--- config.mk ---
export PLATFORM = sky130hd
export DESIGN_NAME = pc_counter
export DESIGN_NICKNAME = d
export VERILOG_FILES = /design/src/hdl/core_pkg.sv /design/src/hdl/pc_counter.sv
export SDC_FILE = /design/constraint.sdc
export NUM_CORES = 1
export LEC_CHECK = 0
export BUFFER_PORTS_ARGS = -buffer_cell sky130_fd_sc_hd__buf_4
export CORE_ASPECT_RATIO = 1.4
export CORE_MARGIN = 2
export CORE_UTILIZATION = 40
export CTS_BUF_LIST = sky130_fd_sc_hd__clkbuf_8 sky130_fd_sc_hd__clkbuf_16
export CTS_CLUSTER_DIAMETER = 80
export DETAILED_ROUTE_END_ITERATION = 7
export PLACE_DENSITY_LB_ADDON = 0.1
export SYNTH_ARGS = -nofsm -noshare
export SYNTH_HDL_FRONTEND = slang
export SYNTH_SLANG_ARGS = --single-unit
export TNS_END_PERCENT = 30
--- constraint.sdc ---
create_clock -name clk -period 3.1 [get_ports clk]
set_input_delay 0.465 -clock clk [delete_from_list [all_inputs] [get_ports clk]]
set_output_delay 0.465 -clock clk [all_outputs]
set_load 0.05 [all_outputs]
--- src/hdl/core_pkg.sv ---
/*
 * Core package
 * Shared definitions for the multi-cycle RV32I core: major opcodes,
 * ALU function codes, sequencer states and the reset address.
 */

package core_pkg;

  // Register index width
  localparam int REG_ADDR_W = 5;

  // Reset PC and instruction memory base
  localparam logic [31:0] RESET_PC = 32'h01000000;

  // Full encoding of EBREAK
  localparam logic [31:0] EBREAK_INSN = 32'h00100073;

  typedef enum logic [6:0] {
    OPC_OP     = 7'b0110011,
    OPC_OP_IMM = 7'b0010011,
    OPC_LUI    = 7'b0110111,
    OPC_BRANCH = 7'b1100011,
    OPC_SYSTEM = 7'b1110011
  } opcode_e;

  typedef enum logic [3:0] {
    ALU_ADD    = 4'd0,
    ALU_SUB    = 4'd1,
    ALU_SLL    = 4'd2,
    ALU_SLT    = 4'd3,
    ALU_SLTU   = 4'd4,
    ALU_XOR    = 4'd5,
    ALU_SRL    = 4'd6,
    ALU_SRA    = 4'd7,
    ALU_OR     = 4'd8,
    ALU_AND    = 4'd9,
    ALU_PASS_B = 4'd10
  } alu_op_e;

  typedef enum logic [2:0] {
    ST_IDLE      = 3'd0,
    ST_FETCH     = 3'd1,
    ST_DECODE    = 3'd2,
    ST_EXECUTE   = 3'd3,
    ST_WRITEBACK = 3'd4,
    ST_HALT      = 3'd5
  } seq_state_e;

endpackage : core_pkg

--- src/hdl/pc_counter.sv ---
/*
 * Program counter
 * Holds the PC of the current instruction. Loads a branch target when
 * told to, otherwise steps to the next word.
 */

`timescale 1ns/10ps

module pc_counter
  import core_pkg::*;
#(
  parameter int              AWIDTH   = 32,
  parameter logic [31:0]     BASEADDR = RESET_PC
) (
  input  logic              clk,
  input  logic              rst_n_i,
  input  logic              step_i,
  input  logic              load_i,
  input  logic [AWIDTH-1:0] target_i,
  output logic [AWIDTH-1:0] pc_o
);

  logic [AWIDTH-1:0] pc_q;

  // Branch target wins over the sequential step
  always_ff @(posedge clk or negedge rst_n_i) begin
    if (!rst_n_i) begin
      pc_q <= AWIDTH'(BASEADDR);
    end else if (load_i) begin
      pc_q <= target_i;
    end else if (step_i) begin
      pc_q <= pc_q + AWIDTH'(4);
    end
  end

  assign pc_o = pc_q;

endmodule : pc_counter

==> results.cfg <==
[cts]
worstSkewPairLatency_ps = 280
tritoncts_clock_tree = yes
post-cts-setup-buffers = 0
clock-root-buffer = sky130_fd_sc_hd__clkbuf_8
number_of_instances_resized_during_post_cts_repair = 0
clockBufferDepth = 2
clock-sinks = 32
post_cts_hold_buffer_count = 0
number_of_h_tree_branching_levels = 2
clkSlewWorstSetupHoldPaths_ps = 70
cts-buffers-inserted = 5

[sta]
period_share = 0.7239
max_slew_margin = 0.5515
finalWorstPathRequiredPeriod_ps = 2244
setup_violations = 0
clock-skew-final_ps = 3.858
worst_hold_slack_ps = 115.0
finalHoldViolCount = 0
final-max-slew-violation-count = 0
worst_pin_slew_ps = 668.6
setup_repair_after_global_routing_missed_its_margin = false
setup_tns_ps = 0
fmaxAchievable_ghz = 0.4456
finalWorstSetupSlack_ps = 855.9

[layout]
layout.cells.most_common_list = sky130_fd_sc_hd__buf_4, sky130_fd_sc_hd__dfrtp_1, sky130_fd_sc_hd__nand2_1
diodes = 0
nNetsFinal = 299
post_route_cells_drive_above_1_share = 0.2966
num-fill-cells = 447
share_of_the_core_filled_with_cells_in_the_final_layout = 0.5425
layout.cells.most_common = sky130_fd_sc_hd__buf_4
largest_register_ff_count = 32
syn2layout_area_growth_pct = 32.90
fin_area_um2 = 2421
finalNonFillerCells = 325

[synthesis]
yosys.cell_types.count = 30
synthesis_stage_register_bit_count = 32
syn_avg_cell_area_um2 = 9.109
netlist_area_um2 = 1822
synthesis_warning_total = 0
mappedNetlistNets = 237
synth.yosys.seq_area_share = 0.4402
synthesis.instances = 200

[placement]
count_of_buffers_from_port_buffering = 67
dpl.cell_count = 317
preCtsSetupSlack_ps = 818.9
globalplace.congestion = 0.8155
placedInstanceArea_um2 = 2341
place.detailed.hpwl_um = 3293

[routing]
detailroute.via_count = 1789
route.final.wire_length_um = 4582
drt_drc_violations_left = 0
detail_route.iter0.violations = 74
wl_per_cell_um = 14.10
postRouteAntennaNets = 0
post_drt_via_cell_ratio = 5.505
drt_pre_antenna_iters = 4

[power_and_ir_drop]
cellLeakagePower_nw = 1.005
worst_ir_drop_vdd_uv = 324.2
totalPowerFinal_mw = 1.163
cellPowerDensity_nw_per_um2 = 480.4

[setup_path]
worst_setup_path_start_kind = flop
worstSetupEndpointType = flop
timing.critical_path.required_ps = 3300
crit_path_max_fanout = 13
crit_arrival_ps = 2440
worstSetupPathType = reg2reg

[grt]
grt_antenna_before_repair = 0
grt_remaining_overflow = 0
number_of_global_route_vias_before_repair = 1676
grtUsageTotal = 0.1951
global_route_wire_length_before_repair_um = 7672
grt_max_degree = 38

[floorplan]
die-width_um = 61.04
start_util = 0.4082
io_pins = 68
core_um2 = 4463
design.die.area_um2 = 5118
die_h_um = 83.85
fp-row-count = 29

[min_path]
hp-class = in2async

[flow_run]
max_cap_violations = 0

[outcome]
run_status = completed
==> routing by layer <==
layer	up-vias	GRT usage	wire length, um
met3	7	0.04341	195
met2	48	0.3308	2483
met4	0	0.05929	64
li1	871	-	-
met1	863	0.2370	1839
met5	-	0	0
==> cell usage after synthesis <==
library cell,instances,area (um^2)
sky130_fd_sc_hd__dfrtp_1,31,775.7
sky130_fd_sc_hd__nand2_1,25,93.84
sky130_fd_sc_hd__o21ai_0,17,85.08
sky130_fd_sc_hd__nor2_1,14,52.55
sky130_fd_sc_hd__a31oi_1,13,81.33
sky130_fd_sc_hd__o31ai_1,12,90.09
sky130_fd_sc_hd__or4_1,12,90.09
sky130_fd_sc_hd__clkbuf_1,9,33.78
sky130_fd_sc_hd__nand3_1,9,45.04
sky130_fd_sc_hd__xnor2_1,9,78.83
sky130_fd_sc_hd__nand4_1,7,43.79
sky130_fd_sc_hd__and4_1,6,52.55
sky130_fd_sc_hd__xor2_1,6,52.55
sky130_fd_sc_hd__nor3_1,4,20.02
sky130_fd_sc_hd__nor4_1,4,25.02
sky130_fd_sc_hd__inv_1,3,11.26
sky130_fd_sc_hd__buf_6,2,22.52
sky130_fd_sc_hd__mux2_2,2,22.52
sky130_fd_sc_hd__nand4_2,2,25.02
sky130_fd_sc_hd__o31a_1,2,17.52
sky130_fd_sc_hd__or3_1,2,12.51
sky130_fd_sc_hd__and2_1,1,6.260
sky130_fd_sc_hd__and3_1,1,6.260
sky130_fd_sc_hd__buf_2,1,5.000
sky130_fd_sc_hd__clkinv_1,1,3.750
sky130_fd_sc_hd__dfstp_2,1,26.28
sky130_fd_sc_hd__ha_1,1,12.51
sky130_fd_sc_hd__mux2i_1,1,10.01
sky130_fd_sc_hd__nand2b_1,1,6.260
sky130_fd_sc_hd__or4b_4,1,13.76
==> final timing paths <==
path / from / to / slack, ps / cells after the start
worst max-delay path: pc_o[2] / pc_o[30] / 860 / 5
worst min-delay path: rst_n_i / pc_o[26] / 110 / 1
worst max register to register: pc_o[2] / pc_o[30] / 860 / 5
worst min register to register: pc_o[0] / pc_o[0] / 510 / 1
max in group asynchronous: rst_n_i / pc_o[24] / 2660 / 1
min in group clk: target_i[7] / pc_o[7] / 390 / 3
==> where the power goes <==
| part | internal (mW) | switching (mW) | leakage (nW) |
|---|---|---|---|
| sequential | 0.458 | 0.0592 | 0.373 |
| combinational | 0.123 | 0.225 | 0.580 |
| clock | 0.149 | 0.149 | 0.0519 |
==> critical path, stage by stage (launching register included) <==
cell and delay, ps:
sky130_fd_sc_hd__dfrtp_1 460, sky130_fd_sc_hd__ha_1 270, sky130_fd_sc_hd__nand3_1 210, sky130_fd_sc_hd__or3_1 540, sky130_fd_sc_hd__or4_1 510, sky130_fd_sc_hd__a31oi_1 170
==> area by class of cell <==
class                      instances  area [um^2]  area share
clock buffer                       5        68.82     0.02842
clock inverter                     3        11.26    0.004651
inverter                           4        15.01    0.006202
multi-input combinational        152        943.4      0.3897
sequential                        32        802.0      0.3313
timing repair buffer              67        503.0      0.2078
tap                               62        77.57     0.03204
==> logic make-up after synthesis <==
| logic type | count (synthesis) | share of synthesized area |
|---|---|---|
| AND/OR/NAND/NOR | 89 | 0.2706 |
| AO/OA/AOI/OAI | 44 | 0.1504 |
| flip-flops | 32 | 0.4402 |
| buffers and inverters | 16 | 0.04189 |
| XOR/XNOR | 15 | 0.07212 |
| multiplexers | 3 | 0.01786 |
| adder cells (fa/ha/maj) | 1 | 0.006867 |
Power figures use the tool's default switching activity.
