`config.mk`:
```
export PLATFORM = sky130hd
export DESIGN_NAME = register_file_flat
export DESIGN_NICKNAME = d
export VERILOG_FILES = /design/src/hdl/core_pkg.sv /design/src/hdl/decode_if.sv /design/src/hdl/register_file.sv /design/src/flat_wrapper.sv
export SDC_FILE = /design/constraint.sdc
export NUM_CORES = 2
export LEC_CHECK = 0
export BUFFER_PORTS_ARGS = -buffer_cell sky130_fd_sc_hd__buf_2
export CORE_MARGIN = 8
export CORE_UTILIZATION = 45
export CTS_BUF_LIST = sky130_fd_sc_hd__clkbuf_16
export DETAILED_ROUTE_END_ITERATION = 10
export GPL_TIMING_DRIVEN = 0
export PLACE_DENSITY = 0.7
export REMOVE_ABC_BUFFERS = 1
export SLEW_MARGIN = 20
export SYNTH_ARGS = -nofsm -noshare
export SYNTH_HDL_FRONTEND = slang
export SYNTH_SLANG_ARGS = --single-unit
```
`constraint.sdc`:
```
create_clock -name clk -period 1.4 [get_ports clk]
set_input_delay 0.14 -clock clk [delete_from_list [all_inputs] [get_ports clk]]
set_output_delay 0.14 -clock clk [all_outputs]
set_load 0.05 [all_outputs]
```
`src/hdl/core_pkg.sv`:
```
/*
 * Core package
 * Shared definitions for the multi-cycle RV32I core: major opcodes,
 * ALU function codes, sequencer states and the reset address.
 */

package core_pkg;

  // Register index width
  localparam int REG_ADDR_W = 5;

  // Reset PC and instruction memory base
  localparam logic [31:0] RESET_PC = 32'h01000000;

  // Full encoding of EBREAK
  localparam logic [31:0] EBREAK_INSN = 32'h00100073;

  typedef enum logic [6:0] {
    OPC_OP     = 7'b0110011,
    OPC_OP_IMM = 7'b0010011,
    OPC_LUI    = 7'b0110111,
    OPC_BRANCH = 7'b1100011,
    OPC_SYSTEM = 7'b1110011
  } opcode_e;

  typedef enum logic [3:0] {
    ALU_ADD    = 4'd0,
    ALU_SUB    = 4'd1,
    ALU_SLL    = 4'd2,
    ALU_SLT    = 4'd3,
    ALU_SLTU   = 4'd4,
    ALU_XOR    = 4'd5,
    ALU_SRL    = 4'd6,
    ALU_SRA    = 4'd7,
    ALU_OR     = 4'd8,
    ALU_AND    = 4'd9,
    ALU_PASS_B = 4'd10
  } alu_op_e;

  typedef enum logic [2:0] {
    ST_IDLE      = 3'd0,
    ST_FETCH     = 3'd1,
    ST_DECODE    = 3'd2,
    ST_EXECUTE   = 3'd3,
    ST_WRITEBACK = 3'd4,
    ST_HALT      = 3'd5
  } seq_state_e;

endpackage : core_pkg

```
`src/hdl/decode_if.sv`:
```
/*
 * Decode bus
 * Carries the decoded instruction fields and control bits from the
 * decoder to the sequencer, register file and ALU.
 */

`timescale 1ns/10ps

interface decode_if #(
  parameter int DWIDTH = 32
);

  logic [core_pkg::REG_ADDR_W-1:0] rd;
  logic [core_pkg::REG_ADDR_W-1:0] rs1;
  logic [core_pkg::REG_ADDR_W-1:0] rs2;
  logic [2:0]                      funct3;
  logic [DWIDTH-1:0]               imm;
  core_pkg::alu_op_e               alu_op;
  logic                            use_imm;
  logic                            reg_write;
  logic                            is_branch;
  logic                            is_halt;

  modport producer (
    output rd, rs1, rs2, funct3, imm, alu_op,
    output use_imm, reg_write, is_branch, is_halt
  );

  modport consumer (
    input rd, rs1, rs2, funct3, imm, alu_op,
    input use_imm, reg_write, is_branch, is_halt
  );

endinterface : decode_if

```
`src/hdl/register_file.sv`:
```
/*
 * Register file
 * 32 integer registers with two combinational read ports and one
 * write port. x0 always reads as zero.
 */

`timescale 1ns/10ps

module register_file
  import core_pkg::*;
#(
  parameter int DWIDTH = 32
) (
  input  logic              clk,
  input  logic              rst_n_i,
  decode_if.consumer        dec,
  input  logic              we_i,
  input  logic [DWIDTH-1:0] wdata_i,
  output logic [DWIDTH-1:0] rs1data_o,
  output logic [DWIDTH-1:0] rs2data_o
);

  localparam int NREGS = 2 ** REG_ADDR_W;

  logic [DWIDTH-1:0] regs [NREGS];

  always_ff @(posedge clk or negedge rst_n_i) begin
    if (!rst_n_i) begin
      for (int i = 0; i < NREGS; i++) begin
        regs[i] <= '0;
      end
    end else if (we_i && (dec.rd != '0)) begin
      regs[dec.rd] <= wdata_i;
    end
  end

  assign rs1data_o = (dec.rs1 == '0) ? '0 : regs[dec.rs1];
  assign rs2data_o = (dec.rs2 == '0) ? '0 : regs[dec.rs2];

endmodule : register_file

```
`src/flat_wrapper.sv`:
```
// flat-port wrapper written by rule: the top's interface ports become plain ports
module register_file_flat import core_pkg::*;
#(
  parameter int DWIDTH = 32
)
  (clk, rst_n_i, we_i, wdata_i, rs1data_o, rs2data_o, dec_rd, dec_rs1, dec_rs2, dec_funct3, dec_imm, dec_alu_op, dec_use_imm, dec_reg_write, dec_is_branch, dec_is_halt);
  decode_if #(.DWIDTH(DWIDTH)) dec_i ();
  input  logic clk;
  input  logic rst_n_i;
  input  logic we_i;
  input  logic [DWIDTH-1:0] wdata_i;
  output logic [DWIDTH-1:0] rs1data_o;
  output logic [DWIDTH-1:0] rs2data_o;
  input wire logic [$bits(dec_i.rd)-1:0] dec_rd;
  input wire logic [$bits(dec_i.rs1)-1:0] dec_rs1;
  input wire logic [$bits(dec_i.rs2)-1:0] dec_rs2;
  input wire logic [$bits(dec_i.funct3)-1:0] dec_funct3;
  input wire logic [$bits(dec_i.imm)-1:0] dec_imm;
  input wire logic [$bits(dec_i.alu_op)-1:0] dec_alu_op;
  input wire logic [$bits(dec_i.use_imm)-1:0] dec_use_imm;
  input wire logic [$bits(dec_i.reg_write)-1:0] dec_reg_write;
  input wire logic [$bits(dec_i.is_branch)-1:0] dec_is_branch;
  input wire logic [$bits(dec_i.is_halt)-1:0] dec_is_halt;
  assign dec_i.rd = dec_rd;
  assign dec_i.rs1 = dec_rs1;
  assign dec_i.rs2 = dec_rs2;
  assign dec_i.funct3 = dec_funct3;
  assign dec_i.imm = dec_imm;
  assign dec_i.alu_op = dec_alu_op;
  assign dec_i.use_imm = dec_use_imm;
  assign dec_i.reg_write = dec_reg_write;
  assign dec_i.is_branch = dec_is_branch;
  assign dec_i.is_halt = dec_is_halt;
  register_file #(.DWIDTH(DWIDTH)) u_core (.clk(clk), .rst_n_i(rst_n_i), .dec(dec_i), .we_i(we_i), .wdata_i(wdata_i), .rs1data_o(rs1data_o), .rs2data_o(rs2data_o));
endmodule
```
==> out/qor.yml <==
status: "finished with violations"
failing_checks: "negative hold slack, negative setup slack"
detailedRoute.firstPassIterationCount: 5
die_height_um: 366
flow.area_growth_from_synthesis_pct: 20.8
design_area_mm2: 0.0664
yosysUniqueCellTypes: 40
timing.critical_path.required_ns: 1.26
synth_area_leaders: "sky130_fd_sc_hd__dfrtp_1 47%, sky130_fd_sc_hd__mux2_2 21%, sky130_fd_sc_hd__mux4_2 18%"
leakagePower_uw: 0.0284
viasPerCell: 6.88
crit_path_top_delay_cell: "sky130_fd_sc_hd__a311oi_4"
cts_made_buffers: 105
antenna_found_initial: 14
synth_enable_flop_cells: 0
ant_nets: 0
hold_violations: 410
max-clock-path-buffers: 3
synth_top_area_share_pct: 46.6
top_flop_regs: "u_core.regs (1024)"
vias_after_detailed_routing: 37200
grt_remaining_overflow: 0
yosys.cell_count.top_type: "sky130_fd_sc_hd__dfrtp_1"
async_flop_share_pct: 100
fmax_mhz: 379
total_power_uw: 89100
worst-endpoint-arrival_ns: 2.50
detailed_place.area_mm2: 0.0578
clock_sinks: 1024
timing.final.ws_setup_ns: -1.24
postLayoutCoreUtil_pct: 54.7
count_of_state_elements_after_synthesis: 1024
fin_crit_sh_pct: 189
clock_tree_from_tritoncts: "built"
dieArea_mm2: 0.134
fin_hold_ws_ns: -0.610
setup_violations: 123
power.density_cell_area_mw_per_mm2: 1340
skew_ns: 0
wirelength_um: 190000
layout-drive-gt1-share_pct: 61.9
final.min_clock_period_ns: 2.64
post_placement_cell_count: 5023
synthesis.instances: 3613
tightestPinTransition_ns: 0.846
fillCellCount: 9251
hold_path.class: "in -> async"
num-nets-final: 3772
largest_register_ff_count: 1024
cts-htree-levels: 3
grt_pass1_wl_um: 273000
synthFlopType: "sky130_fd_sc_hd__dfrtp_1"
synth_area_mm2: 0.0550
yosys_warnings: 0
synth_area_per_cell_um2: 15.2
crit_path_launch_type: "input pin"
max_flop_register: "u_core.regs"
design.core.area_mm2: 0.122
dp_hpwl_um: 100000
first_global_vias: 38200
post-route-drc-count: 0
ioPinCount: 157
fp-row-count: 128
r2r_setup_slack_ns: 0.34
crit_fanout: 34
critical-path-max-stage-delay_ns: 0.55
final-max-slew-violation-count: 0
rsz0062_at_grt: "true"
timing.max_cap.violations: 0
avgRoutedWirePerCell_um: 35.3
synth_area_leader_cell: "sky130_fd_sc_hd__dfrtp_1"
synthTopCellsByCount: "1024 x sky130_fd_sc_hd__dfrtp_1, 1018 x sky130_fd_sc_hd__mux2_2, 448 x sky130_fd_sc_hd__mux4_2"
setup.worst_path.class: "in -> out"
placement.io_buffers: 113
final-instance-count-excl-fill: 5400
grt_max_degree: 136
clk-insertion-delay-late_ns: 0.67
worst_setup_path_end_kind: "output pin"
chipWidth_um: 366
crit_chain: "buf_12, or2_4, buf_12, or4_4, buf_4, o21ai_4, a311oi_4, buf_6"
timing.slew.headroom_pct: 43.3
crit_top_cell: "sky130_fd_sc_hd__buf_12"
place.gp.congestion: 0.759
clk_pin_slew_worst_paths_ns: 0.06
clock-root-buffer: "sky130_fd_sc_hd__clkbuf_16"
grt_util_all_layers_pct: 28.0
peakVddDrop_mv: 1.11
synth-seq-area-share_pct: 46.6
first_iter_violations: 4377
floorplan.initialDensity_pct: 45.3
==> power by group <==
| group | switching, µW | internal, µW | total (µW) |
|---|---|---|---|
| Sequential | 4240 | 35200 | 39500 |
| Clock | 12500 | 15600 | 28100 |
| Combinational | 9270 | 12300 | 21500 |
==> stage by stage <==
stage / setup WS, ns / setup TNS (ns)
detailed placement: -2.88 / -1120.92
floorplan: -1.58 / -593.14
finish: -1.24 / -71.27
CTS: -1.09 / -65.91
global placement: -22.13 / -
global route: -1.20 / -76.59
==> critical path: cells and delay by family <==
kind	cells	cell delay, ns
AO/OA/AOI/OAI	2	0.65
buffers and inverters	4	1.14
AND/OR/NAND/NOR	2	0.46
==> what timing repair did <==
action | in CTS | in global routing
gates cloned | 42 | 2
setup endpoints to repair | 685 | 277
pin swaps | 117 | 55
gates resized for setup | 482 | 101
setup buffers | 102 | 26
endpoints found under the hold margin | 431 | 220
==> cells in the final DEF (no fill, tap or decap), types with 23 or more instances in the layout <==
master                      count
sky130_fd_sc_hd__buf_16        83
sky130_fd_sc_hd__clkbuf_16    108
sky130_fd_sc_hd__mux2_4        45
sky130_fd_sc_hd__clkinv_2      25
sky130_fd_sc_hd__o21ai_2       61
sky130_fd_sc_hd__nor2b_1       51
sky130_fd_sc_hd__mux2_1        38
sky130_fd_sc_hd__buf_12        63
sky130_fd_sc_hd__nor2_4        23
sky130_fd_sc_hd__clkinv_1      24
sky130_fd_sc_hd__a211oi_2      54
sky130_fd_sc_hd__o21ai_1       34
sky130_fd_sc_hd__buf_2         38
sky130_fd_sc_hd__mux2_2       973
sky130_fd_sc_hd__a221oi_2      34
sky130_fd_sc_hd__a311oi_2      40
sky130_fd_sc_hd__buf_4         95
sky130_fd_sc_hd__nand2_1       37
sky130_fd_sc_hd__dfrtp_1     1024
sky130_fd_sc_hd__a22oi_2       28
sky130_fd_sc_hd__mux4_2       448
sky130_fd_sc_hd__buf_6         64
sky130_fd_sc_hd__mux2i_1      126
sky130_fd_sc_hd__bufbuf_16     29
sky130_fd_sc_hd__a22oi_1       36
==> area by class of cell <==
cell class / count / area [µm²] / share of cell area (%)
timing repair buffer: 377 / 6200 / 9.33
clock buffer: 106 / 2650 / 3.99
sequential: 1024 / 25600 / 38.6
inverter: 2 / 25.0 / 0.0377
antenna: 8 / 20.0 / 0.0301
tap: 1625 / 2030 / 3.06
clock inverter: 89 / 689 / 1.04
multi-input combinational: 2169 / 29200 / 43.9
==> metal layers <==
metal / GRT usage [%] / wire length, µm
met5: 0 / 54
met4: 15.6 / 12500
met3: 7.34 / 20000
met2: 41.7 / 85400
met1: 37.2 / 72500
==> final timing paths <==
check / cells after the start / start / endpoint
setup / recovery: 8 / dec_rs2[4] / rs2data_o[18]
hold / removal: 1 / rst_n_i / u_core.regs[806]$_DFFE_PN0P_
setup reg to reg: 3 / u_core.regs[429]$_DFFE_PN0P_ / u_core.regs[429]$_DFFE_PN0P_
hold reg to reg: 0 / u_core.regs[1006]$_DFFE_PN0P_ / u_core.regs[1006]$_DFFE_PN0P_
max in group asynchronous: 3 / rst_n_i / u_core.regs[390]$_DFFE_PN0P_
min in group clk: 2 / wdata_i[13] / u_core.regs[13]$_DFFE_PN0P_
==> cells by family after synthesis <==
family / after synthesis / synth area share, %
mux: 1632 / 42.3
flops: 1024 / 46.6
buf+inv: 425 / 4.68
compound gates: 366 / 4.81
simple gates: 166 / 1.66
(Power assumes the default switching activity.)
