File: src/hdl/core_pkg.sv
/*
 * Core package
 * Shared definitions for the multi-cycle RV32I core: major opcodes,
 * ALU function codes, sequencer states and the reset address.
 */

package core_pkg;

  // Register index width
  localparam int REG_ADDR_W = 5;

  // Reset PC and instruction memory base
  localparam logic [31:0] RESET_PC = 32'h01000000;

  // Full encoding of EBREAK
  localparam logic [31:0] EBREAK_INSN = 32'h00100073;

  typedef enum logic [6:0] {
    OPC_OP     = 7'b0110011,
    OPC_OP_IMM = 7'b0010011,
    OPC_LUI    = 7'b0110111,
    OPC_BRANCH = 7'b1100011,
    OPC_SYSTEM = 7'b1110011
  } opcode_e;

  typedef enum logic [3:0] {
    ALU_ADD    = 4'd0,
    ALU_SUB    = 4'd1,
    ALU_SLL    = 4'd2,
    ALU_SLT    = 4'd3,
    ALU_SLTU   = 4'd4,
    ALU_XOR    = 4'd5,
    ALU_SRL    = 4'd6,
    ALU_SRA    = 4'd7,
    ALU_OR     = 4'd8,
    ALU_AND    = 4'd9,
    ALU_PASS_B = 4'd10
  } alu_op_e;

  typedef enum logic [2:0] {
    ST_IDLE      = 3'd0,
    ST_FETCH     = 3'd1,
    ST_DECODE    = 3'd2,
    ST_EXECUTE   = 3'd3,
    ST_WRITEBACK = 3'd4,
    ST_HALT      = 3'd5
  } seq_state_e;

endpackage : core_pkg

File: src/hdl/decode_if.sv
/*
 * Decode bus
 * Carries the decoded instruction fields and control bits from the
 * decoder to the sequencer, register file and ALU.
 */

`timescale 1ns/10ps

interface decode_if #(
  parameter int DWIDTH = 32
);

  logic [core_pkg::REG_ADDR_W-1:0] rd;
  logic [core_pkg::REG_ADDR_W-1:0] rs1;
  logic [core_pkg::REG_ADDR_W-1:0] rs2;
  logic [2:0]                      funct3;
  logic [DWIDTH-1:0]               imm;
  core_pkg::alu_op_e               alu_op;
  logic                            use_imm;
  logic                            reg_write;
  logic                            is_branch;
  logic                            is_halt;

  modport producer (
    output rd, rs1, rs2, funct3, imm, alu_op,
    output use_imm, reg_write, is_branch, is_halt
  );

  modport consumer (
    input rd, rs1, rs2, funct3, imm, alu_op,
    input use_imm, reg_write, is_branch, is_halt
  );

endinterface : decode_if

File: src/hdl/decode.sv
/*
 * Instruction decoder
 * Holds the instruction register, splits out the register fields,
 * builds the I, B or U immediate and derives the control bits for
 * the OP, OP-IMM, LUI, BRANCH and EBREAK instructions.
 */

`timescale 1ns/10ps

module decode
  import core_pkg::*;
#(
  parameter int DWIDTH = 32
) (
  input  logic              clk,
  input  logic              rst_n_i,
  input  logic              decode_en_i,
  input  logic [DWIDTH-1:0] insn_i,
  decode_if.producer        dec
);

  // addi x0, x0, 0
  localparam logic [DWIDTH-1:0] NOP_INSN = DWIDTH'(32'h00000013);

  logic [DWIDTH-1:0] ir_q;
  logic [DWIDTH-1:0] insn;
  logic [6:0]        opcode;
  logic [6:0]        funct7;

  function automatic alu_op_e alu_sel(input logic [2:0] f3, input logic alt);
    alu_op_e op;
    case (f3)
      3'b000:  op = alt ? ALU_SUB : ALU_ADD;
      3'b001:  op = ALU_SLL;
      3'b010:  op = ALU_SLT;
      3'b011:  op = ALU_SLTU;
      3'b100:  op = ALU_XOR;
      3'b101:  op = alt ? ALU_SRA : ALU_SRL;
      3'b110:  op = ALU_OR;
      default: op = ALU_AND;
    endcase
    return op;
  endfunction

  always_ff @(posedge clk or negedge rst_n_i) begin
    if (!rst_n_i) begin
      ir_q <= NOP_INSN;
    end else if (decode_en_i) begin
      ir_q <= insn_i;
    end
  end

  // Memory output during DECODE, the held IR afterwards
  assign insn   = decode_en_i ? insn_i : ir_q;
  assign opcode = insn[6:0];
  assign funct7 = insn[31:25];

  assign dec.rd     = insn[11:7];
  assign dec.rs1    = insn[19:15];
  assign dec.rs2    = insn[24:20];
  assign dec.funct3 = insn[14:12];

  always_comb begin
    dec.imm       = '0;
    dec.alu_op    = ALU_ADD;
    dec.use_imm   = 1'b0;
    dec.reg_write = 1'b0;
    dec.is_branch = 1'b0;
    dec.is_halt   = 1'b0;
    case (opcode)
      OPC_OP: begin
        dec.alu_op    = alu_sel(insn[14:12], funct7[5]);
        dec.reg_write = 1'b1;
      end
      OPC_OP_IMM: begin
        dec.imm       = {{(DWIDTH-12){insn[31]}}, insn[31:20]};
        // funct7 only selects srai; addi has no subtract form
        dec.alu_op    = alu_sel(insn[14:12], (insn[14:12] == 3'b101) && funct7[5]);
        dec.use_imm   = 1'b1;
        dec.reg_write = 1'b1;
      end
      OPC_LUI: begin
        dec.imm       = {{(DWIDTH-32){insn[31]}}, insn[31:12], 12'b0};
        dec.alu_op    = ALU_PASS_B;
        dec.use_imm   = 1'b1;
        dec.reg_write = 1'b1;
      end
      OPC_BRANCH: begin
        dec.imm       = {{(DWIDTH-12){insn[31]}}, insn[7], insn[30:25], insn[11:8], 1'b0};
        dec.alu_op    = ALU_SUB;
        dec.is_branch = 1'b1;
      end
      OPC_SYSTEM: begin
        dec.is_halt = (insn == DWIDTH'(EBREAK_INSN));
      end
      default: begin
        // Unsupported opcode falls through as a no-op
        dec.reg_write = 1'b0;
      end
    endcase
  end

endmodule : decode

File: src/flat_wrapper.sv
// flat-port wrapper written by rule: the top's interface ports become plain ports
module decode_flat import core_pkg::*;
#(
  parameter int DWIDTH = 32
)
  (clk, rst_n_i, decode_en_i, insn_i, dec_rd, dec_rs1, dec_rs2, dec_funct3, dec_imm, dec_alu_op, dec_use_imm, dec_reg_write, dec_is_branch, dec_is_halt);
  decode_if #(.DWIDTH(DWIDTH)) dec_i ();
  input  logic clk;
  input  logic rst_n_i;
  input  logic decode_en_i;
  input  logic [DWIDTH-1:0] insn_i;
  output wire logic [$bits(dec_i.rd)-1:0] dec_rd;
  output wire logic [$bits(dec_i.rs1)-1:0] dec_rs1;
  output wire logic [$bits(dec_i.rs2)-1:0] dec_rs2;
  output wire logic [$bits(dec_i.funct3)-1:0] dec_funct3;
  output wire logic [$bits(dec_i.imm)-1:0] dec_imm;
  output wire logic [$bits(dec_i.alu_op)-1:0] dec_alu_op;
  output wire logic [$bits(dec_i.use_imm)-1:0] dec_use_imm;
  output wire logic [$bits(dec_i.reg_write)-1:0] dec_reg_write;
  output wire logic [$bits(dec_i.is_branch)-1:0] dec_is_branch;
  output wire logic [$bits(dec_i.is_halt)-1:0] dec_is_halt;
  assign dec_rd = dec_i.rd;
  assign dec_rs1 = dec_i.rs1;
  assign dec_rs2 = dec_i.rs2;
  assign dec_funct3 = dec_i.funct3;
  assign dec_imm = dec_i.imm;
  assign dec_alu_op = dec_i.alu_op;
  assign dec_use_imm = dec_i.use_imm;
  assign dec_reg_write = dec_i.reg_write;
  assign dec_is_branch = dec_i.is_branch;
  assign dec_is_halt = dec_i.is_halt;
  decode #(.DWIDTH(DWIDTH)) u_core (.clk(clk), .rst_n_i(rst_n_i), .decode_en_i(decode_en_i), .insn_i(insn_i), .dec(dec_i));
endmodule
File: config.mk
export PLATFORM = sky130hd
export DESIGN_NAME = decode_flat
export DESIGN_NICKNAME = d
export VERILOG_FILES = /design/src/hdl/core_pkg.sv /design/src/hdl/decode_if.sv /design/src/hdl/decode.sv /design/src/flat_wrapper.sv
export SDC_FILE = /design/constraint.sdc
export NUM_CORES = 1
export LEC_CHECK = 0
export ABC_AREA = 1
export BUFFER_PORTS_ARGS = -buffer_cell sky130_fd_sc_hd__buf_2
export CAP_MARGIN = 5
export CORE_ASPECT_RATIO = 0.7
export CORE_MARGIN = 3
export CORE_UTILIZATION = 54
export CTS_BUF_LIST = sky130_fd_sc_hd__clkbuf_4 sky130_fd_sc_hd__clkbuf_8
export DETAILED_ROUTE_END_ITERATION = 12
export PLACE_DENSITY = 0.87
export REMOVE_ABC_BUFFERS = 1
export SLEW_MARGIN = 30
export SYNTH_ARGS = -nofsm -noshare
export SYNTH_HDL_FRONTEND = slang
export SYNTH_SLANG_ARGS = --single-unit
File: constraint.sdc
create_clock -name clk -period 2.5 [get_ports clk]
set_clock_uncertainty 0.1 [all_clocks]
set_input_delay 0.25 -clock clk [delete_from_list [all_inputs] [get_ports clk]]
set_output_delay 0.25 -clock clk [all_outputs]
set_load 0.05 [all_outputs]
==> impl_metrics.py <==
metrics = {
    "status": {
        "status": "complete, no violations",
    },
    "sta": {
        "setup_tns_ps": 0,
        "slew-limit-headroom_pct": 53.61,
        "fmax_ghz": 0.4230,
        "tightest_slew_ps": 695.8,
        "slew_viol_final": 0,
        "hold_viol": 0,
        "finalCriticalPeriod_ps": 2364,
        "final.setup.worst_slack_ps": 135.7,
        "setup_viol": 0,
        "rsz0062_at_grt": "no",
        "finalCritPeriodShare_pct": 94.57,
    },
    "worst_setup_path": {
        "r2r_slack_ps": 1410,
        "crit-reg2reg-capture": "u_core.ir_q[14]$_DFF_PN0_",
        "startpoint_type": "flop",
        "criticalPathCategory": "reg -> out",
        "arrival_ps": 2010,
        "required_ps": 2150,
        "r2r_cells": 2,
        "end_kind": "output port",
        "r2r-start": "u_core.ir_q[14]$_DFF_PN0_",
        "crit_fanout": 16,
    },
    "final_layout": {
        "largest_reg_flops": 32,
        "drive_above_1_share_pct": 40.66,
        "syn_to_final_growth_pct": 24.03,
        "fillCellCount": 313,
        "top_regs": "u_core.ir_q (32)",
        "final_cells": 443,
        "layout.nets": 425,
        "top_register": "u_core.ir_q",
        "antenna_cells": 0,
    },
    "yosys": {
        "synthXorXnorAreaFrac_pct": 0,
        "netlist_area_mm2": 0.002317,
        "synth_top_family_by_area": "simple AND/OR/NAND/NOR gates",
        "ys_seq_elements": 32,
        "synthTopCellsByArea": "dfrtp_1 31%, nand2_1 19%, nand3_2 8.6%",
        "synth-adder-area-share_pct": 0,
        "muxShareOfSynthArea_pct": 0,
        "ys_seq_area_share_pct": 34.72,
        "yosysTopAreaCellShare_pct": 31.32,
        "syn_inst": 314,
        "yosysWarningCount": 0,
        "yosysTopAreaCell": "dfrtp_1",
        "synth_compound_area_share_pct": 4.050,
        "synthSimpleGateAreaFrac_pct": 45.46,
        "ys_types": 24,
        "syn_avg_cell_area_um2": 7.380,
    },
    "power": {
        "powerDensity_mw_per_mm2": 474.5,
        "p_leak_nw": 1.857,
        "vdd.ir_drop.worst_v": 0.0003171,
    },
    "global_routing": {
        "antenna_found_initial": 0,
        "grt_pass1_wl_um": 9970,
        "grt_overflow": 0,
        "grt_pass1_vias": 2090,
        "grt_max_degree": 33,
        "groute.usage.overall_pct": 24.99,
    },
    "detailed_routing": {
        "drc": 0,
        "drt_iter0_drc": 158,
        "via_per_inst": 5.185,
        "dr.pass1.iters": 4,
        "vias": 2297,
        "ant_nets": 0,
        "avgRoutedWirePerCell_um": 14.09,
        "finalWirelength_um": 6244,
    },
    "clock_network": {
        "cts_sinks": 32,
        "root_buffer": "clkbuf_8",
        "clk_latency_ps": 280,
        "htreeDepth": 2,
        "cts_tree": "done",
        "cts_max_path_buffers": 2,
        "cts.clk_slew.worst_paths_ps": 60,
        "post-cts-setup-buffers": 0,
        "numCtsBuffers": 5,
    },
    "placement": {
        "io_buffers": 92,
        "dp.cells": 433,
        "routabilityCongestion": 0.8206,
        "dpl.hpwl_um": 4481,
        "dp_slack_ps": 74.77,
    },
    "floorplan": {
        "core-area_mm2": 0.004018,
        "die_area_mm2": 0.005126,
        "num_rows": 19,
        "die_w_um": 84.30,
        "num_io_pins": 93,
        "fp.dieH_um": 60.81,
        "start_util_pct": 57.68,
    },
    "hold_path": {
        "worstHoldStart": "insn_i[1]",
        "whs_path_depth": 3,
        "min_to": "u_core.ir_q[1]$_DFF_PN1_",
        "hp-class": "in -> reg",
    },
    "run": {
        "maxCapViolCount": 0,
    },
}
==> worst max-delay path, cell delays in order, from the launching register on <==
cell and delay [ps]:
dfstp_2 520, nand2_1 50, nand2_1 160, inv_1 60, nand3_1 70, inv_1 60, nand2_4 130, inv_4 90
nand2_4 120, buf_12 190, nand3_2 70, buf_4 190
==> layout by cell type (no fill, tap or decap) <==
cell	Yosys	routed
nand2_1	120	119
buf_2	8	72
nand3_1	37	37
dfrtp_1	29	29
inv_1	20	20
nand3_2	20	20
nor2_1	19	19
buf_4	18	14
buf_6	9	11
nand2_2	7	6
nand2_4	4	6
clkbuf_4	0	6
a21boi_2	5	5
clkbuf_8	0	5
dfstp_2	3	3
inv_2	2	2
o21ai_0	2	2
o21ai_1	2	2
nand3_4	1	2
a21oi_2	2	2
nor2_4	1	1
inv_4	1	1
nor3_2	1	1
nand3b_1	1	1
nor3_1	1	1
nand4_1	1	1
clkinv_2	0	1
dlygate4sd3_1	0	1
buf_12	0	1
==> report_power, final <==
part | leakage, nW | internal (mW) | total, mW | switching, mW
logic | 1.43 | 0.100 | 0.389 | 0.289
clock network | 0.0491 | 0.217 | 0.396 | 0.180
registers | 0.381 | 0.566 | 0.579 | 0.0121
==> what timing repair did <==
| item | CTS | global route |
|---|---|---|
| hold endpoints to repair | 29 | 0 |
| resized for setup | 17 | 18 |
| hold buffers | 1 | 0 |
| setup endpoints to repair | 21 | 34 |
| gates cloned | 1 | 0 |
==> cell families after synthesis <==
logic type | count (synthesis)
flops | 32
buf+inv | 58
simple gates | 213
compound gates | 11
==> cells in the mapped netlist <==
cell,count
nand4_1,1
dfstp_2,3
nand2_2,7
nand2_1,120
a21oi_2,2
nor2_1,19
inv_1,20
buf_2,8
o21ai_0,2
nand3_1,37
buf_6,9
nor3_1,1
nand3_4,1
nand2_4,4
nand3_2,20
inv_2,2
o21ai_1,2
nor3_2,1
inv_4,1
dfrtp_1,29
nand3b_1,1
buf_4,18
a21boi_2,5
nor2_4,1
==> stage by stage <==
stage               hold WS [ps]  total power [mW]  util (%)  instance area, um^2
floorplan                 -145.6            0.8403         -                 2041
global placement           221.4            0.9550     66.05                 2654
detailed placement         231.2            0.9642     66.05                 2654
CTS                        103.3             1.366     69.95                 2810
global route               110.1             1.430     71.54                 2874
finish                     108.2             1.364     71.54                 2874
==> routing by layer <==
layer	vias up	wire (um)	GRT usage (%)
met1	1054	2722	34.38
met2	111	2835	39.66
li1	1121	-	-
met5	-	0	0
met4	0	87	8.716
met3	11	599	5.563
==> cell type report <==
| type | instances | area (um^2) | share of cell area [%] |
|---|---|---|---|
| clock buffers | 7 | 83.83 | 2.917 |
| clock inverters | 1 | 5.005 | 0.1741 |
| inverters | 23 | 88.84 | 3.091 |
| multi-input cells | 225 | 1177 | 40.97 |
| flip-flops and latches | 32 | 804.5 | 27.99 |
| well taps | 52 | 65.06 | 2.264 |
| repair buffers | 103 | 649.4 | 22.59 |
==> worst max-delay path by stage <==
stage / from / end / cells past startpoint
floorplan: decode_en_i / dec_alu_op[1] / 7
global placement: decode_en_i / dec_imm[12] / 10
detailed placement: decode_en_i / dec_imm[20] / 10
CTS: u_core.ir_q[0]$_DFF_PN1_ / dec_alu_op[0] / 10
global route: u_core.ir_q[4]$_DFF_PN1_ / dec_imm[27] / 11
finish: u_core.ir_q[4]$_DFF_PN1_ / dec_imm[27] / 11
Note: power is estimated with default switching activity, not from simulation.
