==> config.mk <==
export PLATFORM = sky130hd
export DESIGN_NAME = alu_flat
export DESIGN_NICKNAME = d
export VERILOG_FILES = /design/src/hdl/core_pkg.sv /design/src/hdl/decode_if.sv /design/src/hdl/alu.sv /design/src/flat_wrapper.sv
export SDC_FILE = /design/constraint.sdc
export NUM_CORES = 1
export LEC_CHECK = 0
export BUFFER_PORTS_ARGS = -buffer_cell sky130_fd_sc_hd__buf_4
export CORE_MARGIN = 10
export CORE_UTILIZATION = 54
export DETAILED_ROUTE_END_ITERATION = 10
export HOLD_SLACK_MARGIN = 0.15
export MAX_ROUTING_LAYER = met4
export PLACE_DENSITY_LB_ADDON = 0.05
export SETUP_SLACK_MARGIN = 0.4
export SYNTH_ARGS = -nofsm -noshare
export SYNTH_HDL_FRONTEND = slang
export SYNTH_SLANG_ARGS = --single-unit
==> constraint.sdc <==
create_clock -name clk -period 1.6 [get_ports clk]
set_clock_uncertainty 0.05 [all_clocks]
set_input_delay 0.08 -clock clk [delete_from_list [all_inputs] [get_ports clk]]
set_output_delay 0.08 -clock clk [all_outputs]
set_load 0.01 [all_outputs]
==> src/hdl/core_pkg.sv <==
/*
 * Core package
 * Shared definitions for the multi-cycle RV32I core: major opcodes,
 * ALU function codes, sequencer states and the reset address.
 */

package core_pkg;

  // Register index width
  localparam int REG_ADDR_W = 5;

  // Reset PC and instruction memory base
  localparam logic [31:0] RESET_PC = 32'h01000000;

  // Full encoding of EBREAK
  localparam logic [31:0] EBREAK_INSN = 32'h00100073;

  typedef enum logic [6:0] {
    OPC_OP     = 7'b0110011,
    OPC_OP_IMM = 7'b0010011,
    OPC_LUI    = 7'b0110111,
    OPC_BRANCH = 7'b1100011,
    OPC_SYSTEM = 7'b1110011
  } opcode_e;

  typedef enum logic [3:0] {
    ALU_ADD    = 4'd0,
    ALU_SUB    = 4'd1,
    ALU_SLL    = 4'd2,
    ALU_SLT    = 4'd3,
    ALU_SLTU   = 4'd4,
    ALU_XOR    = 4'd5,
    ALU_SRL    = 4'd6,
    ALU_SRA    = 4'd7,
    ALU_OR     = 4'd8,
    ALU_AND    = 4'd9,
    ALU_PASS_B = 4'd10
  } alu_op_e;

  typedef enum logic [2:0] {
    ST_IDLE      = 3'd0,
    ST_FETCH     = 3'd1,
    ST_DECODE    = 3'd2,
    ST_EXECUTE   = 3'd3,
    ST_WRITEBACK = 3'd4,
    ST_HALT      = 3'd5
  } seq_state_e;

endpackage : core_pkg

==> src/hdl/decode_if.sv <==
/*
 * Decode bus
 * Carries the decoded instruction fields and control bits from the
 * decoder to the sequencer, register file and ALU.
 */

`timescale 1ns/10ps

interface decode_if #(
  parameter int DWIDTH = 32
);

  logic [core_pkg::REG_ADDR_W-1:0] rd;
  logic [core_pkg::REG_ADDR_W-1:0] rs1;
  logic [core_pkg::REG_ADDR_W-1:0] rs2;
  logic [2:0]                      funct3;
  logic [DWIDTH-1:0]               imm;
  core_pkg::alu_op_e               alu_op;
  logic                            use_imm;
  logic                            reg_write;
  logic                            is_branch;
  logic                            is_halt;

  modport producer (
    output rd, rs1, rs2, funct3, imm, alu_op,
    output use_imm, reg_write, is_branch, is_halt
  );

  modport consumer (
    input rd, rs1, rs2, funct3, imm, alu_op,
    input use_imm, reg_write, is_branch, is_halt
  );

endinterface : decode_if

==> src/hdl/alu.sv <==
/*
 * ALU
 * Computes the arithmetic or logic result, the branch decision and
 * the branch target, and registers all three on the execute enable.
 */

`timescale 1ns/10ps

module alu
  import core_pkg::*;
#(
  parameter int DWIDTH = 32,
  parameter int AWIDTH = 32
) (
  input  logic              clk,
  input  logic              rst_n_i,
  input  logic              exec_en_i,
  decode_if.consumer        dec,
  input  logic [AWIDTH-1:0] pc_i,
  input  logic [DWIDTH-1:0] rs1_i,
  input  logic [DWIDTH-1:0] rs2_i,
  output logic [DWIDTH-1:0] res_o,
  output logic              br_taken_o,
  output logic [AWIDTH-1:0] target_o
);

  logic [DWIDTH-1:0] op_b;
  logic [4:0]        shamt;
  logic [DWIDTH-1:0] res_d;
  logic              cond;

  assign op_b  = dec.use_imm ? dec.imm : rs2_i;
  assign shamt = op_b[4:0];

  always_comb begin
    case (dec.alu_op)
      ALU_ADD:    res_d = rs1_i + op_b;
      ALU_SUB:    res_d = rs1_i - op_b;
      ALU_SLL:    res_d = rs1_i << shamt;
      ALU_SLT:    res_d = DWIDTH'($signed(rs1_i) < $signed(op_b));
      ALU_SLTU:   res_d = DWIDTH'(rs1_i < op_b);
      ALU_XOR:    res_d = rs1_i ^ op_b;
      ALU_SRL:    res_d = rs1_i >> shamt;
      ALU_SRA:    res_d = $unsigned($signed(rs1_i) >>> shamt);
      ALU_OR:     res_d = rs1_i | op_b;
      ALU_AND:    res_d = rs1_i & op_b;
      ALU_PASS_B: res_d = op_b;
      default:    res_d = '0;
    endcase
  end

  // Branch compare always works on the two registers
  always_comb begin
    case (dec.funct3)
      3'b000:  cond = (rs1_i == rs2_i);
      3'b001:  cond = (rs1_i != rs2_i);
      3'b100:  cond = ($signed(rs1_i) < $signed(rs2_i));
      3'b101:  cond = ($signed(rs1_i) >= $signed(rs2_i));
      3'b110:  cond = (rs1_i < rs2_i);
      3'b111:  cond = (rs1_i >= rs2_i);
      default: cond = 1'b0;
    endcase
  end

  always_ff @(posedge clk or negedge rst_n_i) begin
    if (!rst_n_i) begin
      res_o      <= '0;
      br_taken_o <= 1'b0;
      target_o   <= '0;
    end else if (exec_en_i) begin
      res_o      <= res_d;
      br_taken_o <= dec.is_branch && cond;
      target_o   <= pc_i + AWIDTH'(dec.imm);
    end
  end

endmodule : alu

==> src/flat_wrapper.sv <==
// flat-port wrapper written by rule: the top's interface ports become plain ports
module alu_flat import core_pkg::*;
#(
  parameter int DWIDTH = 32,
  parameter int AWIDTH = 32
)
  (clk, rst_n_i, exec_en_i, pc_i, rs1_i, rs2_i, res_o, br_taken_o, target_o, dec_rd, dec_rs1, dec_rs2, dec_funct3, dec_imm, dec_alu_op, dec_use_imm, dec_reg_write, dec_is_branch, dec_is_halt);
  decode_if #(.DWIDTH(DWIDTH)) dec_i ();
  input  logic clk;
  input  logic rst_n_i;
  input  logic exec_en_i;
  input  logic [AWIDTH-1:0] pc_i;
  input  logic [DWIDTH-1:0] rs1_i;
  input  logic [DWIDTH-1:0] rs2_i;
  output logic [DWIDTH-1:0] res_o;
  output logic br_taken_o;
  output logic [AWIDTH-1:0] target_o;
  input wire logic [$bits(dec_i.rd)-1:0] dec_rd;
  input wire logic [$bits(dec_i.rs1)-1:0] dec_rs1;
  input wire logic [$bits(dec_i.rs2)-1:0] dec_rs2;
  input wire logic [$bits(dec_i.funct3)-1:0] dec_funct3;
  input wire logic [$bits(dec_i.imm)-1:0] dec_imm;
  input wire logic [$bits(dec_i.alu_op)-1:0] dec_alu_op;
  input wire logic [$bits(dec_i.use_imm)-1:0] dec_use_imm;
  input wire logic [$bits(dec_i.reg_write)-1:0] dec_reg_write;
  input wire logic [$bits(dec_i.is_branch)-1:0] dec_is_branch;
  input wire logic [$bits(dec_i.is_halt)-1:0] dec_is_halt;
  assign dec_i.rd = dec_rd;
  assign dec_i.rs1 = dec_rs1;
  assign dec_i.rs2 = dec_rs2;
  assign dec_i.funct3 = dec_funct3;
  assign dec_i.imm = dec_imm;
  assign dec_i.alu_op = dec_alu_op;
  assign dec_i.use_imm = dec_use_imm;
  assign dec_i.reg_write = dec_reg_write;
  assign dec_i.is_branch = dec_is_branch;
  assign dec_i.is_halt = dec_is_halt;
  alu #(.DWIDTH(DWIDTH), .AWIDTH(AWIDTH)) u_core (.clk(clk), .rst_n_i(rst_n_i), .exec_en_i(exec_en_i), .dec(dec_i), .pc_i(pc_i), .rs1_i(rs1_i), .rs2_i(rs2_i), .res_o(res_o), .br_taken_o(br_taken_o), .target_o(target_o));
endmodule
==> flow_summary.yaml, run 1 <==
global_route:
  grt_max_degree: 81
  track_usage_pct: 74.42
  grt_overflow: 12
  grt_pass1_wl_um: 174900
  grt_pass1_vias: 26600
clocking:
  cts_root_buf: "clkbuf_16"
  cts_made_buffers: 9
  htreeDepth: 3
  ctsLongestPathBuffers: 2
  clkSinkCount: 65
synth:
  synth_cells: 1903
  synth_nets: 2225
  yosys_warnings: 0
  synth_area_sq_um: 13610
  yosysSeqAreaShare_pct: 11.96
  yosysUniqueCellTypes: 88
  async_reset_ff_share_pct: 100.0
  synth-edff-count: 0
  avgSynthCellArea_sq_um: 7.150
  synth_ff_type: "dfrtp_1"
  ys_seq_elements: 65
outcome:
  stop_error: "[ERROR GRT-0116] Global routing finished with congestion. Check the congestion regions in the DRC Viewer."
  outcome: "stopped before the end"
  last-stage-reached: "5_1_grt"
floorplanning:
  std_cell_rows: 58
  die_x_um: 178.7
  ios: 222
  die_h_um: 178.7
  start_util_pct: 54.50
place:
  io_buffers: 204
  routabilityCongestion: 1.303
  pre_cts_slack_ns: -2.062
  dp_hpwl_um: 57890
  dp.cells: 2970
-- cell usage after synthesis, types with 13 or more instances --
library cell / n / share of area, %
a211oi_1: 24 / 1.3
a21o_1: 44 / 2.4
a21oi_1: 142 / 5.2
a221oi_1: 32 / 2.1
a22oi_1: 22 / 1.2
a31oi_1: 17 / 0.78
and3_1: 14 / 0.64
buf_1: 17 / 0.47
buf_2: 18 / 0.66
clkbuf_1: 82 / 2.3
dfrtp_1: 65 / 12
ha_1: 162 / 15
inv_1: 140 / 3.9
mux2_2: 24 / 2.0
mux2i_1: 93 / 6.8
nand2_1: 185 / 5.1
nand2b_1: 13 / 0.60
nand3_1: 30 / 1.1
nand4_1: 14 / 0.64
nor2_1: 176 / 4.9
nor2b_1: 19 / 0.87
nor3_1: 34 / 1.3
o211ai_1: 38 / 2.1
o21ai_0: 121 / 4.5
o21ai_1: 47 / 1.7
o21bai_1: 18 / 0.99
o221ai_1: 20 / 1.3
o22ai_1: 27 / 1.2
o31ai_1: 13 / 0.72
or3_1: 14 / 0.64
xnor2_1: 33 / 2.1
-- what timing repair did --
action	in CTS
hold buffers	4
endpoints found under the setup margin	61
pin swaps	140
gates cloned	6
resized for setup	351
hold endpoints to repair	67
setup buffers	57
-- through the flow --
step / TNS, ns / hold slack (ns) / area [sq um]
2_1_floorplan: -57.67 / -0.2656 / 14140
3_3_place_gp: -80.01 / 0.06798 / 20450
3_5_place_dp: -85.49 / 0.07106 / 20450
4_1_cts: -47.87 / 0.1508 / 23110
-- cells by family after synthesis --
family	synth area share, %
fa+ha+maj	15.34
buf+inv	7.421
simple gates	17.71
xor+xnor	2.897
flops	11.96
mux	9.684
compound gates	34.99
-- routing by layer --
layer,GRT overflow,global-route usage [%]
met1,0,71.55
met2,7,86.49
met3,0,67.63
met4,5,66.66
met5,-,-
==> inputs of run 2 (changes only) <==
- CORE_UTILIZATION: 54 -> 40
- HOLD_SLACK_MARGIN: 0.15 -> unset
- MAX_ROUTING_LAYER: met4 -> unset
- PLACE_DENSITY_LB_ADDON: 0.05 -> 0.15
- SETUP_SLACK_MARGIN: 0.4 -> unset
- clock period: 1.6 -> 2.1 ns (I/O delays scaled with it)
==> flow_summary.yaml, run 2 <==
power:
  leakagePower_uw: 0.01174
  p_seq_share_pct: 14.1
  pwr_density_cell_nw_per_um2: 477.7
  pwr-share-clk_pct: 14.3
  p_int_uw: 6614
  vdd_drop_max_v: 0.0005649
  swShare_pct: 44.56
  combPwrFrac_pct: 71.6
  switchingPower_uw: 5316
global_route:
  track_usage_pct: 38.83
  grt_pass1_vias: 20300
  grt_overflow: 0
  grt_max_degree: 81
  antenna_found_initial: 0
  grt_pass1_wl_um: 123300
finish:
  final_core_util_pct: 74.47
  final_cell_mix: "buf_4, nand2_1, nor2_1"
  n_antenna_cell: 0
  fin_nets: 3123
  top_regs: "u_core.res_o (32), u_core.target_o (32), u_core.br_taken_o (1)"
  final_common_cell: "buf_4"
  drive_gt1_share_pct: 51.50
  area_growth_syn_to_layout_pct: 83.54
  fin_cells: 3254
setup_path:
  cp_max_fo: 7
  critical-path-slowest-cell: "mux2i_4"
  crit_required_ns: 2.32
  crit_path_end_kind: "register"
  startpoint_type: "input pin"
  crit_cells: 20
  path_cells: "buf_16 -> mux2i_4 -> buf_6 -> buf_6 -> inv_4 -> buf_6 -> buf_12 -> buf_8 -> buf_8 -> nor2_4 -> a21o_1 -> nor2_1 -> or3_1 -> o21ai_1 -> buf_4 -> buf_6 -> nand2_2 -> a32oi_1 -> nand4_1 -> a22o_1"
  setup.worst_path.class: "input pin to register"
  cp.arrival_ns: 3.28
  cp_top_family: "buffers and inverters"
  crit_buf_inv: 10
  reg2reg_depth: 7
  crit_path_max_incr_delay_ns: 0.39
  cp_common_cell: "buf_6"
synth:
  ys_top_cells_by_area: "ha_1, dfrtp_1, mux2i_1"
  synth_area_leader_cell: "ha_1"
  ys_seq_elements: 65
  synthAdderAreaFrac_pct: 15.34
  synth_cells: 1903
  yosysSeqAreaShare_pct: 11.96
  synth_nets: 2225
  synthMuxAreaShare_pct: 9.684
  post_synth_and_or_nand_nor_area_fraction_pct: 17.71
  yosysUniqueCellTypes: 88
  synth_area_sq_um: 13610
  synth_common_cells: "nand2_1, nor2_1, ha_1"
  yosys_warnings: 0
  synthMostInstantiatedCell: "nand2_1"
  avgSynthCellArea_sq_um: 7.150
  synth_xor_area_share_pct: 2.897
  synth-edff-count: 0
  synth_top_family_by_area: "compound AO/OA/AOI/OAI gates"
  async_reset_ff_share_pct: 100.0
  synth_ff_type: "dfrtp_1"
  synth_top_area_share_pct: 14.90
  synth_compound_area_share_pct: 34.99
timing:
  finalMaxSlewViolations: 0
  finalCriticalPeriod_ns: 3.053
  setup_ws_ns: -0.9527
  fin_crit_sh_pct: 145.4
  rsz0062_at_grt: "yes"
  slew_headroom_pct: 32.73
  finalSetupViolations: 52
  fmax_mhz: 327.6
  worst_pin_slew_ns: 1.005
  hold_violations: 0
  hold_ws_ns: 0.03942
route:
  wl_um: 86910
  drt-wirelength-per-cell_um: 26.71
  drt_first_pass_iters: 6
  drc: 0
  vias: 20360
  via_per_inst: 6.258
  drt_iter0_drc: 2315
  ant_nets: 0
floorplanning:
  die_h_um: 204.4
  std_cell_rows: 67
  die_area_sq_um: 41790
  start_util_pct: 40.57
  core_area_sq_um: 33530
  die_x_um: 204.4
  ios: 222
place:
  dp.cells: 3149
  io_buffers: 204
  routabilityCongestion: 1.100
  dp_hpwl_um: 66160
min_path:
  hp-class: "input pin to register"
  whs_path_depth: 3
clocking:
  clk_latency_ns: 0.38
  cts_tree: "yes"
  cts_made_buffers: 9
  clkSinkCount: 65
  htreeDepth: 3
  cts_root_buf: "clkbuf_16"
  ctsLongestPathBuffers: 2
  path_clk_slew_ns: 0.06
job:
  cap_violations: 0
outcome:
  outcome: "finished with violations"
  violations: "setup timing"
[run 2: area by class of cell]
cell class	instances	area (sq um)
inverter	146	563.0
clock buffer	12	256.5
tap	448	560.5
multi-input combinational	1575	13710
fill	2483	8561
clock inverter	4	51.30
timing repair buffer	1004	8203
sequential	65	1627
[run 2: through the flow]
| stage | setup WS, ns | area [sq um] | setup TNS [ns] | power, uW |
|---|---|---|---|---|
| detailed placement | -1.486 | 20950 | -56.80 | 8347 |
| global placement | -1.460 | 20950 | -53.98 | 8268 |
| floorplan | -1.467 | 14080 | -32.80 | 4764 |
| finish | -0.9527 | 24970 | -28.15 | 11930 |
| CTS | -0.7946 | 23620 | -21.12 | 11010 |
| global route | -0.9816 | 24970 | -32.08 | 12380 |
[run 2: cells by family (layout without fill, tap and decap cells)]
kind of cell,count (synthesis),in the layout
adder cells (fa/ha/maj),165,165
AO/OA/AOI/OAI,703,703
buffers and inverters,263,1166
multiplexers,123,123
flip-flops,65,65
XOR/XNOR,45,45
AND/OR/NAND/NOR,539,539
[run 2: timing repair]
item	4_1_cts	5_1_grt
endpoints found under the hold margin	29	0
pin swaps	158	134
resized for setup	398	243
hold buffers	2	0
setup buffers	57	50
endpoints found under the setup margin	54	56
cloned	4	1
[run 2: power by group through the flow]
stage / sequential (uW) / combinational (uW) / clock (uW)
floorplan: 1750 / 3020 / 0
global placement: 1680 / 6590 / 0
detailed placement: 1680 / 6660 / 0
CTS: 1670 / 7640 / 1700
global route: 1700 / 8930 / 1750
finish: 1680 / 8540 / 1700
[run 2: per-layer routing]
metal	global-route usage, %	up-vias	part of all wire [%]
li1	-	8837	-
met4	22.59	0	6.7
met2	60.41	1376	44
met1	48.04	9802	38
met3	9.352	349	11
met5	0	-	0
[run 2: path summary, 6_finish.rpt]
kind | start | endpoint | slack [ns]
worst min-delay path | pc_i[0] | u_core.target_o[0] | 0.04
worst max-delay path | dec_use_imm | u_core.res_o[13] | -0.95
min in group asynchronous | rst_n_i | u_core.target_o[8] | 0.22
max in group asynchronous | rst_n_i | u_core.target_o[21] | 1.12
worst min register to register | u_core.res_o[2] | u_core.res_o[2] | 0.44
worst max register to register | u_core.res_o[29] | u_core.res_o[29] | 0.04
[run 2: tightest hold or removal path, cell delays in order]
cell and delay [ns]:
buf_4 0.09, ha_4 0.11, mux2_2 0.13
Note: power is estimated with default switching activity, not from simulation.
